===== src/hdl/cam_target_macros.svh =====
//****************************************
// frame size, zone split and orange colour
// thresholds for the target finder
// include wherever the values are needed
//****************************************

`ifndef CAM_TARGET_MACROS_SVH
`define CAM_TARGET_MACROS_SVH

// pixels per line of the frame buffer read-back
`define CT_FRAME_WIDTH 32

// vertical zones per line, one per direction
`define CT_NUM_ZONES 4

// columns per zone
`define CT_ZONE_WIDTH (`CT_FRAME_WIDTH / `CT_NUM_ZONES)

// orange window on the expanded rgb888 channels
`define CT_R_MIN 8'hC0
`define CT_G_MIN 8'h40
`define CT_G_MAX 8'hA0
`define CT_B_MAX 8'h60

// winning count below this means no target
`define CT_MIN_COUNT 6

// zone counter width
`define CT_COUNT_W 16

`endif


===== src/hdl/cam_target_pkg.sv =====
//****************************************
// shared types of the target finder
// pixel words, zone counts, direction and
// the per-frame result record
//****************************************

`include "cam_target_macros.svh"

package cam_target_pkg;

  // raw frame buffer word, red in [11:8]
  typedef logic [11:0] rgb444_t;

  // one expanded colour channel
  typedef logic [7:0] chan_t;

  // column within a line
  typedef logic [$clog2(`CT_FRAME_WIDTH)-1:0] col_t;

  // zone index, 0 is far left
  typedef logic [$clog2(`CT_NUM_ZONES)-1:0] zone_t;

  // orange pixels seen in one zone
  typedef logic [`CT_COUNT_W-1:0] count_t;

  // pixel as it comes from the frame buffer
  // eof only on the last pixel, which also has eol
  typedef struct packed {
    rgb444_t data;
    logic    eol;
    logic    eof;
  } pix_in_t;

  // expanded pixel tagged with its zone
  typedef struct packed {
    chan_t red;
    chan_t green;
    chan_t blue;
    zone_t zone;
    logic  eof;
  } pix_t;

  // steering direction, zones 0 to 3 in order
  typedef enum logic [2:0] {
    DIR_NONE      = 3'd0,
    DIR_FAR_LEFT  = 3'd1,
    DIR_LEFT      = 3'd2,
    DIR_RIGHT     = 3'd3,
    DIR_FAR_RIGHT = 3'd4
  } dir_t;

  // end of frame report
  typedef struct packed {
    dir_t   direction;
    logic   orange_detected;
    count_t max_count;
  } result_t;

endpackage


===== src/hdl/pixel_unpack.sv =====
//****************************************
// front end of the target finder
// accepts rgb444 words, widens them to
// rgb888 and tags each with its zone
//****************************************

`timescale 1ns/1ps

`include "cam_target_macros.svh"

module pixel_unpack
  import cam_target_pkg::*;
(
  input  logic    clk_25_vga,
  input  logic    arst_n,
  // result pending downstream, stop taking pixels
  input  logic    hold,
  input  logic    pix_in_valid,
  input  pix_in_t pix_in,
  output logic    pix_in_ready,
  output logic    pix_strobe,
  output pix_t    pix
);

  logic  accept;
  col_t  col;
  zone_t zone;

  // only a pending result stalls the input
  assign pix_in_ready = ~hold;
  assign accept       = pix_in_valid & pix_in_ready;

  // zone of the current column
  assign zone = zone_t'(col / `CT_ZONE_WIDTH);

  // column tracking
  always_ff @(posedge clk_25_vga or negedge arst_n) begin
    if (!arst_n) begin
      col <= '0;
    end else if (accept) begin
      // eol wraps back to the first column
      if (pix_in.eol) begin
        col <= '0;
      end else begin
        col <= col + 1'b1;
      end
    end
  end

  // one strobe per accepted pixel
  always_ff @(posedge clk_25_vga or negedge arst_n) begin
    if (!arst_n) begin
      pix_strobe <= 1'b0;
    end else begin
      pix_strobe <= accept;
    end
  end

  // payload, loaded only on a transfer
  always_ff @(posedge clk_25_vga) begin
    if (accept) begin
      // nibble repeat, 0xA becomes 0xAA
      pix.red   <= {pix_in.data[11:8], pix_in.data[11:8]};
      pix.green <= {pix_in.data[7:4], pix_in.data[7:4]};
      pix.blue  <= {pix_in.data[3:0], pix_in.data[3:0]};
      pix.zone  <= zone;
      pix.eof   <= pix_in.eof;
    end
  end

endmodule


===== src/hdl/orange_zone_counter.sv =====
//****************************************
// orange pixel counter for one zone
// one instance per zone, all fed by the
// same strobe, count cleared every frame
//****************************************

`timescale 1ns/1ps

`include "cam_target_macros.svh"

module orange_zone_counter
  import cam_target_pkg::*;
#(
  // zone this instance watches, 0 to 3
  parameter int ZONE_ID = 0
) (
  input  logic   clk_25_vga,
  input  logic   arst_n,
  input  logic   pix_strobe,
  input  pix_t   pix,
  output count_t count,
  output logic   frame_done
);

  logic in_zone;
  logic is_orange;
  logic hit;
  logic saturated;

  // pixel belongs to this zone
  assign in_zone = (pix.zone == zone_t'(ZONE_ID));

  // orange window, all bounds inclusive
  assign is_orange = (pix.red >= `CT_R_MIN) &&
                     (pix.green >= `CT_G_MIN) &&
                     (pix.green <= `CT_G_MAX) &&
                     (pix.blue <= `CT_B_MAX);

  assign hit = pix_strobe & in_zone & is_orange;

  // stop at all ones instead of wrapping
  assign saturated = &count;

  // frame_done follows the eof strobe by one edge,
  // the same edge that folds the eof pixel in
  always_ff @(posedge clk_25_vga or negedge arst_n) begin
    if (!arst_n) begin
      frame_done <= 1'b0;
    end else begin
      frame_done <= pix_strobe & pix.eof;
    end
  end

  // per-frame count
  always_ff @(posedge clk_25_vga or negedge arst_n) begin
    if (!arst_n) begin
      count <= '0;
    end else if (frame_done) begin
      // classifier has sampled, start the next frame
      // a pixel of the next frame may already be here
      if (hit) begin
        count <= count_t'(1);
      end else begin
        count <= '0;
      end
    end else if (hit && !saturated) begin
      count <= count + 1'b1;
    end
  end

endmodule


===== src/hdl/direction_classifier.sv =====
//****************************************
// end of frame decision
// picks the zone with most orange pixels
// and offers it as a valid/ready result
//****************************************

`timescale 1ns/1ps

`include "cam_target_macros.svh"

module direction_classifier
  import cam_target_pkg::*;
(
  input  logic    clk_25_vga,
  input  logic    arst_n,
  // counts are final for the frame
  input  logic    frame_done,
  input  count_t  zone_counts [`CT_NUM_ZONES],
  input  logic    result_ready,
  output logic    result_valid,
  output result_t result,
  // back-pressure towards the unpacker
  output logic    hold
);

  typedef enum logic {
    ST_IDLE,
    ST_PENDING
  } state_t;

  state_t state;
  count_t best_count;
  zone_t  best_zone;
  dir_t   best_dir;
  logic   found;

  // maximum search, strict compare keeps the lowest zone on a tie
  always_comb begin
    best_count = zone_counts[0];
    best_zone  = '0;
    for (int z = 1; z < `CT_NUM_ZONES; z++) begin
      if (zone_counts[z] > best_count) begin
        best_count = zone_counts[z];
        best_zone  = zone_t'(z);
      end
    end
  end

  // too few pixels is no target
  assign found = (best_count >= count_t'(`CT_MIN_COUNT));

  // zone to direction
  always_comb begin
    case (best_zone)
      2'd0:    best_dir = DIR_FAR_LEFT;
      2'd1:    best_dir = DIR_LEFT;
      2'd2:    best_dir = DIR_RIGHT;
      default: best_dir = DIR_FAR_RIGHT;
    endcase
  end

  // result handshake fsm
  always_ff @(posedge clk_25_vga or negedge arst_n) begin
    if (!arst_n) begin
      state <= ST_IDLE;
    end else begin
      case (state)
        ST_IDLE: begin
          if (frame_done) begin
            state <= ST_PENDING;
          end
        end
        ST_PENDING: begin
          if (result_ready) begin
            state <= ST_IDLE;
          end
        end
        default: state <= ST_IDLE;
      endcase
    end
  end

  // result record, captured once per frame
  always_ff @(posedge clk_25_vga) begin
    if (state == ST_IDLE && frame_done) begin
      result.direction       <= found ? best_dir : DIR_NONE;
      result.orange_detected <= found;
      result.max_count       <= best_count;
    end
  end

  assign result_valid = (state == ST_PENDING);
  // stalls input for the whole pending time
  assign hold         = (state == ST_PENDING);

endmodule


===== src/hdl/cam_target_top.sv =====
//****************************************
// target finder top level
// pixel stream in, one direction result
// out per frame, single pixel clock
//****************************************

`timescale 1ns/1ps

`include "cam_target_macros.svh"

module cam_target_top
  import cam_target_pkg::*;
(
  input  logic    clk_25_vga,
  input  logic    arst_n,
  input  logic    pix_in_valid,
  input  pix_in_t pix_in,
  output logic    pix_in_ready,
  output logic    result_valid,
  output result_t result,
  input  logic    result_ready
);

  logic                     hold;
  logic                     pix_strobe;
  pix_t                     pix;
  count_t                   zone_counts [`CT_NUM_ZONES];
  // all zones pulse together
  logic [`CT_NUM_ZONES-1:0] zone_done;

  pixel_unpack u_pixel_unpack (
    .clk_25_vga   (clk_25_vga),
    .arst_n       (arst_n),
    .hold         (hold),
    .pix_in_valid (pix_in_valid),
    .pix_in       (pix_in),
    .pix_in_ready (pix_in_ready),
    .pix_strobe   (pix_strobe),
    .pix          (pix)
  );

  // one counter per zone, same pixel to all
  for (genvar i = 0; i < `CT_NUM_ZONES; i++) begin : g_zone
    orange_zone_counter #(
      .ZONE_ID (i)
    ) u_zone (
      .clk_25_vga (clk_25_vga),
      .arst_n     (arst_n),
      .pix_strobe (pix_strobe),
      .pix        (pix),
      .count      (zone_counts[i]),
      .frame_done (zone_done[i])
    );
  end

  // zone 0 pulse stands for all
  direction_classifier u_direction_classifier (
    .clk_25_vga   (clk_25_vga),
    .arst_n       (arst_n),
    .frame_done   (zone_done[0]),
    .zone_counts  (zone_counts),
    .result_ready (result_ready),
    .result_valid (result_valid),
    .result       (result),
    .hold         (hold)
  );

endmodule


===== config.mk =====
export PLATFORM = sky130hd
export DESIGN_NAME = cam_target_top
export DESIGN_NICKNAME = d
export VERILOG_FILES = /design/src/hdl/cam_target_pkg.sv /design/src/hdl/pixel_unpack.sv /design/src/hdl/orange_zone_counter.sv /design/src/hdl/direction_classifier.sv /design/src/hdl/cam_target_top.sv
export VERILOG_INCLUDE_DIRS = /design/src /design/src/hdl
export SDC_FILE = /design/constraint.sdc
export NUM_CORES = 1
export LEC_CHECK = 0
export ABC_AREA = 1
export BUFFER_PORTS_ARGS = -buffer_cell sky130_fd_sc_hd__buf_2
export CORE_UTILIZATION = 45
export CTS_BUF_LIST = sky130_fd_sc_hd__clkbuf_4 sky130_fd_sc_hd__clkbuf_8 sky130_fd_sc_hd__clkbuf_16
export DETAILED_ROUTE_END_ITERATION = 10
export GPL_TIMING_DRIVEN = 0
export PLACE_DENSITY_LB_ADDON = 0.08
export SYNTH_ARGS = -nofsm -noshare
export SYNTH_HDL_FRONTEND = slang
export SYNTH_SLANG_ARGS = --single-unit

===== constraint.sdc =====
create_clock -name clk_25_vga -period 6.8 [get_ports clk_25_vga]
set_clock_uncertainty 0.1 [all_clocks]
set_input_delay 0.34 -clock clk_25_vga [delete_from_list [all_inputs] [get_ports clk_25_vga]]
set_output_delay 0.34 -clock clk_25_vga [all_outputs]
set_load 0.02 [all_outputs]

# Word level (Yosys, flattened, before mapping)
# Cells that the tools add are included.
[totals] register_bits=119 inputBits=18 elab_cells=90
[op_classes] n_addsub=5 magnitude_cmp=8 n_eq_ne=5 n_mux=23 bitwise=11 n_reduce_logical=22
[ops] op="2-to-1 mux 16 bit" count=11
[ops] op="adder 16 x 1 -> 16 bit (second input constant)" count=4
[ops] op="AND reduction 16 bit" count=4
[ops] op="greater-than comparator 16 bit" count=3
[ops] op=">= comparator 16 x 3 -> 1 bit (second input constant)" count=1
[ops] op="AND 1 bit" count=10
[ops] op="case mux 3 bit (3 select lines)" count=1
[ops] op=">= comparator 8 x 7 -> 1 bit (second input constant)" count=1
[ops] op=">= comparator 8 bit (second input constant)" count=1
[ops] op="less-or-equal comparator 8 x 7 -> 1 bit (second input constant)" count=1
[ops] op="less-or-equal comparator 8 bit (second input constant)" count=1
[ops] op="logical AND 1 bit" count=8
[ops] op="nonzero test 2 bit" count=4
[ops] op="2-to-1 mux 1 bit" count=7
[ops] op="equality test 2 bit (second input constant)" count=3
[ops] op="adder 5 x 1 -> 5 bit (second input constant)" count=1
[ops] op="2-to-1 mux 5 bit" count=1
[ops] op="equality test 2 x 1 -> 1 bit (second input constant)" count=2
[ops] op="logical NOT 1 bit" count=4
[ops] op="logical NOT 2 bit" count=2
[ops] op="2-to-1 mux 2 bit" count=2
[ops] op="case mux 1 bit (2 select lines)" count=1
[ops] op="NOT 1 bit" count=1

# Logic depth before layout (Yosys ltp)
[depth] depth_word=8 mapped_depth=46 ltp_nobuf=44

# Modules after synthesis
# A second synthesis with hierarchy kept.
[unflattened] cells_unflattened=1233 area_unflattened_um2=8673.3
[by_module_without_submodules] module="direction_classifier" n_inst=1 cells_each=390 area_per_inst_um2=2723.9 seq_area_each_um2=625.6
[by_module_without_submodules] module="orange_zone_counter at g_zone[1].u_zone ..." n_inst=2 cells_each=208 area_per_inst_um2=1328.8 seq_area_each_um2=425.4
[by_module_without_submodules] module="orange_zone_counter at g_zone[0].u_zone" n_inst=1 cells_each=183 area_per_inst_um2=1233.7 seq_area_each_um2=425.4
[by_module_without_submodules] module="orange_zone_counter at g_zone[3].u_zone" n_inst=1 cells_each=183 area_per_inst_um2=1224.9 seq_area_each_um2=425.4
[by_module_without_submodules] module="pixel_unpack" n_inst=1 cells_each=61 area_per_inst_um2=833.3 seq_area_each_um2=600.6

# Worst setup path before layout
# OpenSTA, ideal clock, no wires.
[synth_path] kind="register to register" startpoint="register g_zone[0].u_zone.count[3]" endpoint="register, netlist name u_direction_classifier.result[17]" arrival_ps=5000 t_required_ps=6444 setup_slack_ps=1444 stages_incl_launch_ff=42 n_path_buf=3 synth_period_minus_slack_ps=5356 path_cell_list="dfrtp_1 > inv_1 > ha_1 > nand2_1 > inv_1 > nand2_1 > nand2_1 > nand2_1 > nand2_1 > nand2_1 > nand2_2 > nand2_2 > clkbuf_1 > nand2_1 > o21ai_0 > inv_1 > ha_1 > a21oi_1 > [6 not listed] > nand2_2 > and2_1 > ha_1 > nand2_1 > o21a_1 > o221ai_1 > nand2_1 > o2111ai_1 > nand2_1 > inv_1 > clkbuf_1 > nand2_1 > nand2_1 > nand2_1 > nor2_1 > nand2_1 > nor2_2 > nor2_1"
[synth_via] elab_chain_len=8
[synth_rtl] element="start: declaration" line_no="orange_zone_counter.sv:21" text="output count_t count,"
[synth_rtl] element="start signal: assignment" line_no="orange_zone_counter.sv:62" text="count <= count_t'(1);"
[synth_rtl] element="start signal: assignment" line_no="orange_zone_counter.sv:67" text="count <= count + 1'b1;"
[synth_rtl] element="parallel branches: the longest is 8 deep, another holds greater-than comparator 16 bit"
# Parallel ways; which one is timed is not known.
# A chain may end at the register's enable or synchronous reset.

# Worst setup path after layout
[layout_path] startpoint="register g_zone[0].u_zone.count[13]" endpoint="register, netlist name u_direction_classifier.result[16]"
[layout_via] elab_chain_len=7
[layout_rtl] element="greater-than comparator 16 bit" line_no="direction_classifier.sv:42" text="if (zone_counts[z] > best_count) begin"
[layout_rtl] element="2-to-1 mux 16 bit *" line_no="direction_classifier.sv:42"
[layout_rtl] element="greater-than comparator 16 bit" line_no="direction_classifier.sv:42"
[layout_rtl] element="2-to-1 mux 16 bit *" line_no="direction_classifier.sv:42"
[layout_rtl] element="greater-than comparator 16 bit" line_no="direction_classifier.sv:42"
[layout_rtl] element="2-to-1 mux 16 bit *" line_no="direction_classifier.sv:42"
[layout_rtl] element=">= comparator 16 x 3 -> 1 bit *" line_no="direction_classifier.sv:50" text="assign found = (best_count >= count_t'(`CT_MIN_COUNT));"
[layout_rtl] element="via u_direction_classifier.found" line_no="direction_classifier.sv:35" text="logic found;"
# The timed path passes the listed nets; every way through them passes the cells marked *.

==> metrics.yaml <==
outcome:
  outcome: "complete, no violations"
timing:
  slew_viol_final: 0
  finalCriticalPeriod_ns: 6.359
  setup_viol: 0
  rsz0062_at_grt: "no"
  relSlewSlack: 0.4245
  fmax_ghz: 0.1572
  timing.final.crit_share: 0.9352
  holdWs_ns: 0.04580
  hold_violations: 0
  worst_pin_slew_ns: 0.8554
clocking:
  clk_pin_slew_ns: 0.07
  clock-sinks: 103
  cts_inserted_buffers: 9
  cts_tree: "built"
  cts_root_buffer: "clkbuf_16"
  cts_max_level: 3
  clockBufferDepth: 2
  insertion_delay_ns: 0.36
yosys:
  netlist_instances: 835
  avgSynthCellArea_um2: 7.858
  synth_fp_nets: 906
  yosysWarningCount: 0
  yosysSeqAreaShare: 0.4165
  synth_area_um2: 6561
  yosys.cell_types.count: 44
  synth_seq_cells: 103
setup_path:
  r2r_start: "g_zone[0].u_zone.count[13]$_DFFE_PN0P_"
  cp.arrival_ns: 6.36
  startpoint_type: "register"
  cpPeakStageDelay_ns: 0.44
  cp_max_fo: 10
  startpoint: "g_zone[0].u_zone.count[13]$_DFFE_PN0P_"
  cpMostUsedCell: "nand2_1"
  criticalPathCategory: "reg -> reg"
  required_ns: 6.80
  endpoint_kind: "register"
  critPathSlowestCell: "dfrtp_1"
floorplan:
  core-area_um2: 14040
  die_w_um: 122.8
  die_y_um: 122.8
  rows: 43
  ios: 40
  die_area_um2: 15070
  start_util: 0.4673
global_routing:
  grt_pass1_vias: 5868
  grtUsageTotal: 0.2597
  grt_pass1_wl_mm: 29.53
  antenna_found_initial: 0
  grt_remaining_overflow: 0
  grt_max_degree: 42
detailed_routing:
  wire_per_inst_um: 16.87
  drc: 0
  drtIter0Drc: 394
  viasPerCell: 5.512
  ant_nets: 0
  vias: 5903
  drtPass1Iterations: 5
  drt-total-wl_mm: 18.07
worst_hold_path:
  holdCritPathClass: "in -> reg"
  min-delay-start: "result_ready"
pwr:
  peakVddDrop_mv: 0.1357
  p_leak_nw: 3.390
  power_mw: 2.193
  power_density_nw_per_um2: 297.0
layout:
  layout.nets: 957
  final_util: 0.5259
  drive_gt1_frac: 0.1010
  n_antenna_cell: 0
  final_common_cell: "nand2_1"
  fillers: 1353
  layout_common_cells: "nand2_1 (170), inv_1 (135), dfrtp_1 (72), nor2_1 (65), nand3_1 (58)"
  syn_to_final_growth_pct: 12.55
placed_design:
  place_hpwl_mm: 14.05
  place_congestion: 0.9101
  numPortBuffers: 35
run:
  drv_cap: 0
-- worst max-delay path, delay by kind of cell, from the launching register on --
| kind | cells | cell delay (ns) |
|---|---|---|
| AO/OA/AOI/OAI | 10 | 1.67 |
| flip-flops | 1 | 0.44 |
| AND/OR/NAND/NOR | 17 | 2.09 |
| adder cells (fa/ha/maj) | 3 | 0.88 |
| buffers and inverters | 6 | 0.90 |
-- final timing paths --
| kind | to | slack, ns | cells past startpoint |
|---|---|---|---|
| min in group asynchronous | g_zone[3].u_zone.count[1]$_DFFE_PN0P_ | 0.39 | 2 |
| max reg2reg | u_direction_classifier.result[16]$_DFFE_PP_ | 0.44 | 36 |
| max in group asynchronous | g_zone[0].u_zone.count[8]$_DFFE_PN0P_ | 5.64 | 3 |
| min reg2reg | g_zone[3].u_zone.frame_done$_DFF_PN0_ | 0.35 | 2 |
| min | u_direction_classifier.hold$_DFF_PN0_ | 0.05 | 2 |
| max | u_direction_classifier.result[16]$_DFFE_PP_ | 0.44 | 36 |
-- stage by stage --
stage	setup WS [ns]	setup TNS, ns	instance area [um^2]	std cells
after floorplan	1.444	0	6561	835
final	0.4407	0	7385	1071
after global placement	-0.2140	-0.8431	6962	1050
after global routing	0.002723	0	7385	1071
after CTS	0.1169	0	7340	1068
after detailed placement	-0.1503	-0.5813	7009	1052
-- per-layer routing --
metal  vias up  share of wire  GRT usage
li1       2893              -          -
met1      2801           0.44     0.3180
met2       175           0.49     0.4519
met3        34          0.046    0.05019
met4         0          0.024    0.09223
met5         -              0          0
-- what timing repair did --
item                       4_1_cts  5_1_grt
pin swaps                        0        0
hold endpoints to repair        31        0
cloned                           0        0
setup endpoints to repair        4        4
resized for setup                1       13
hold buffers                     1        0
setup buffers                    0        3
-- synth_stat cells, drive strengths merged --
cell / instances / share of area
inv: 139 / 0.080
or4: 1 / 0.0011
nor2: 67 / 0.039
o2111ai: 2 / 0.0027
nor4: 11 / 0.012
xor2: 1 / 0.0013
o221a: 2 / 0.0034
and2: 14 / 0.013
a31oi: 2 / 0.0019
o21a: 6 / 0.0069
o21bai: 2 / 0.0023
and3: 2 / 0.0019
clkinv: 1 / 0.00057
nor3: 32 / 0.027
a31o: 2 / 0.0027
o221ai: 1 / 0.0013
a221oi: 5 / 0.0067
a21o: 1 / 0.0011
o211a: 1 / 0.0015
o22ai: 1 / 0.00095
ha: 53 / 0.10
clkbuf: 12 / 0.0069
nand3: 59 / 0.046
a211oi: 13 / 0.015
o21ai: 47 / 0.036
a21oi: 49 / 0.038
buf: 3 / 0.0032
nand4: 18 / 0.017
edfxtp: 31 / 0.14
a22oi: 1 / 0.0011
nor3b: 3 / 0.0034
o211ai: 1 / 0.0011
dfrtp: 72 / 0.27
nand2: 180 / 0.11
-- kinds of logic (layout without fill, tap and decap cells) --
group | count (synthesis) | after routing | synth area share
compound gates | 136 | 136 | 0.1224
xor+xnor | 1 | 1 | 0.001335
fa+ha+maj | 53 | 53 | 0.1011
buf+inv | 155 | 211 | 0.09020
flops | 103 | 103 | 0.4165
simple gates | 387 | 387 | 0.2685
-- flip-flops by register name (all words and copies together) (netlist names) --
signal / count
u_pixel_unpack.pix_strobe: 1
u_pixel_unpack.pix: 11
u_direction_classifier.result: 20
g_zone.u_zone.frame_done: 1
g_zone.u_zone.count: 64
u_direction_classifier.hold: 1
u_pixel_unpack.col: 5
-- where the power goes --
| group | leakage (nW) | internal [mW] | total (mW) | switching [mW] |
|---|---|---|---|---|
| Sequential | 1.29 | 0.729 | 0.748 | 0.0187 |
| Combinational | 1.95 | 0.289 | 0.887 | 0.598 |
| Clock | 0.155 | 0.314 | 0.558 | 0.244 |
-- cell type report --
type / instances / area, um^2 / share of cell area
flip-flops and latches: 103 / 2733 / 0.3700
inverters: 140 / 529.3 / 0.07167
repair buffers: 41 / 265.3 / 0.03592
well taps: 180 / 225.2 / 0.03050
multi-input cells: 577 / 3247 / 0.4397
clock inverters: 5 / 61.31 / 0.008302
plain buffers: 14 / 66.31 / 0.008980
clock buffers: 11 / 257.7 / 0.03490
Power figures use the tool's default switching activity.
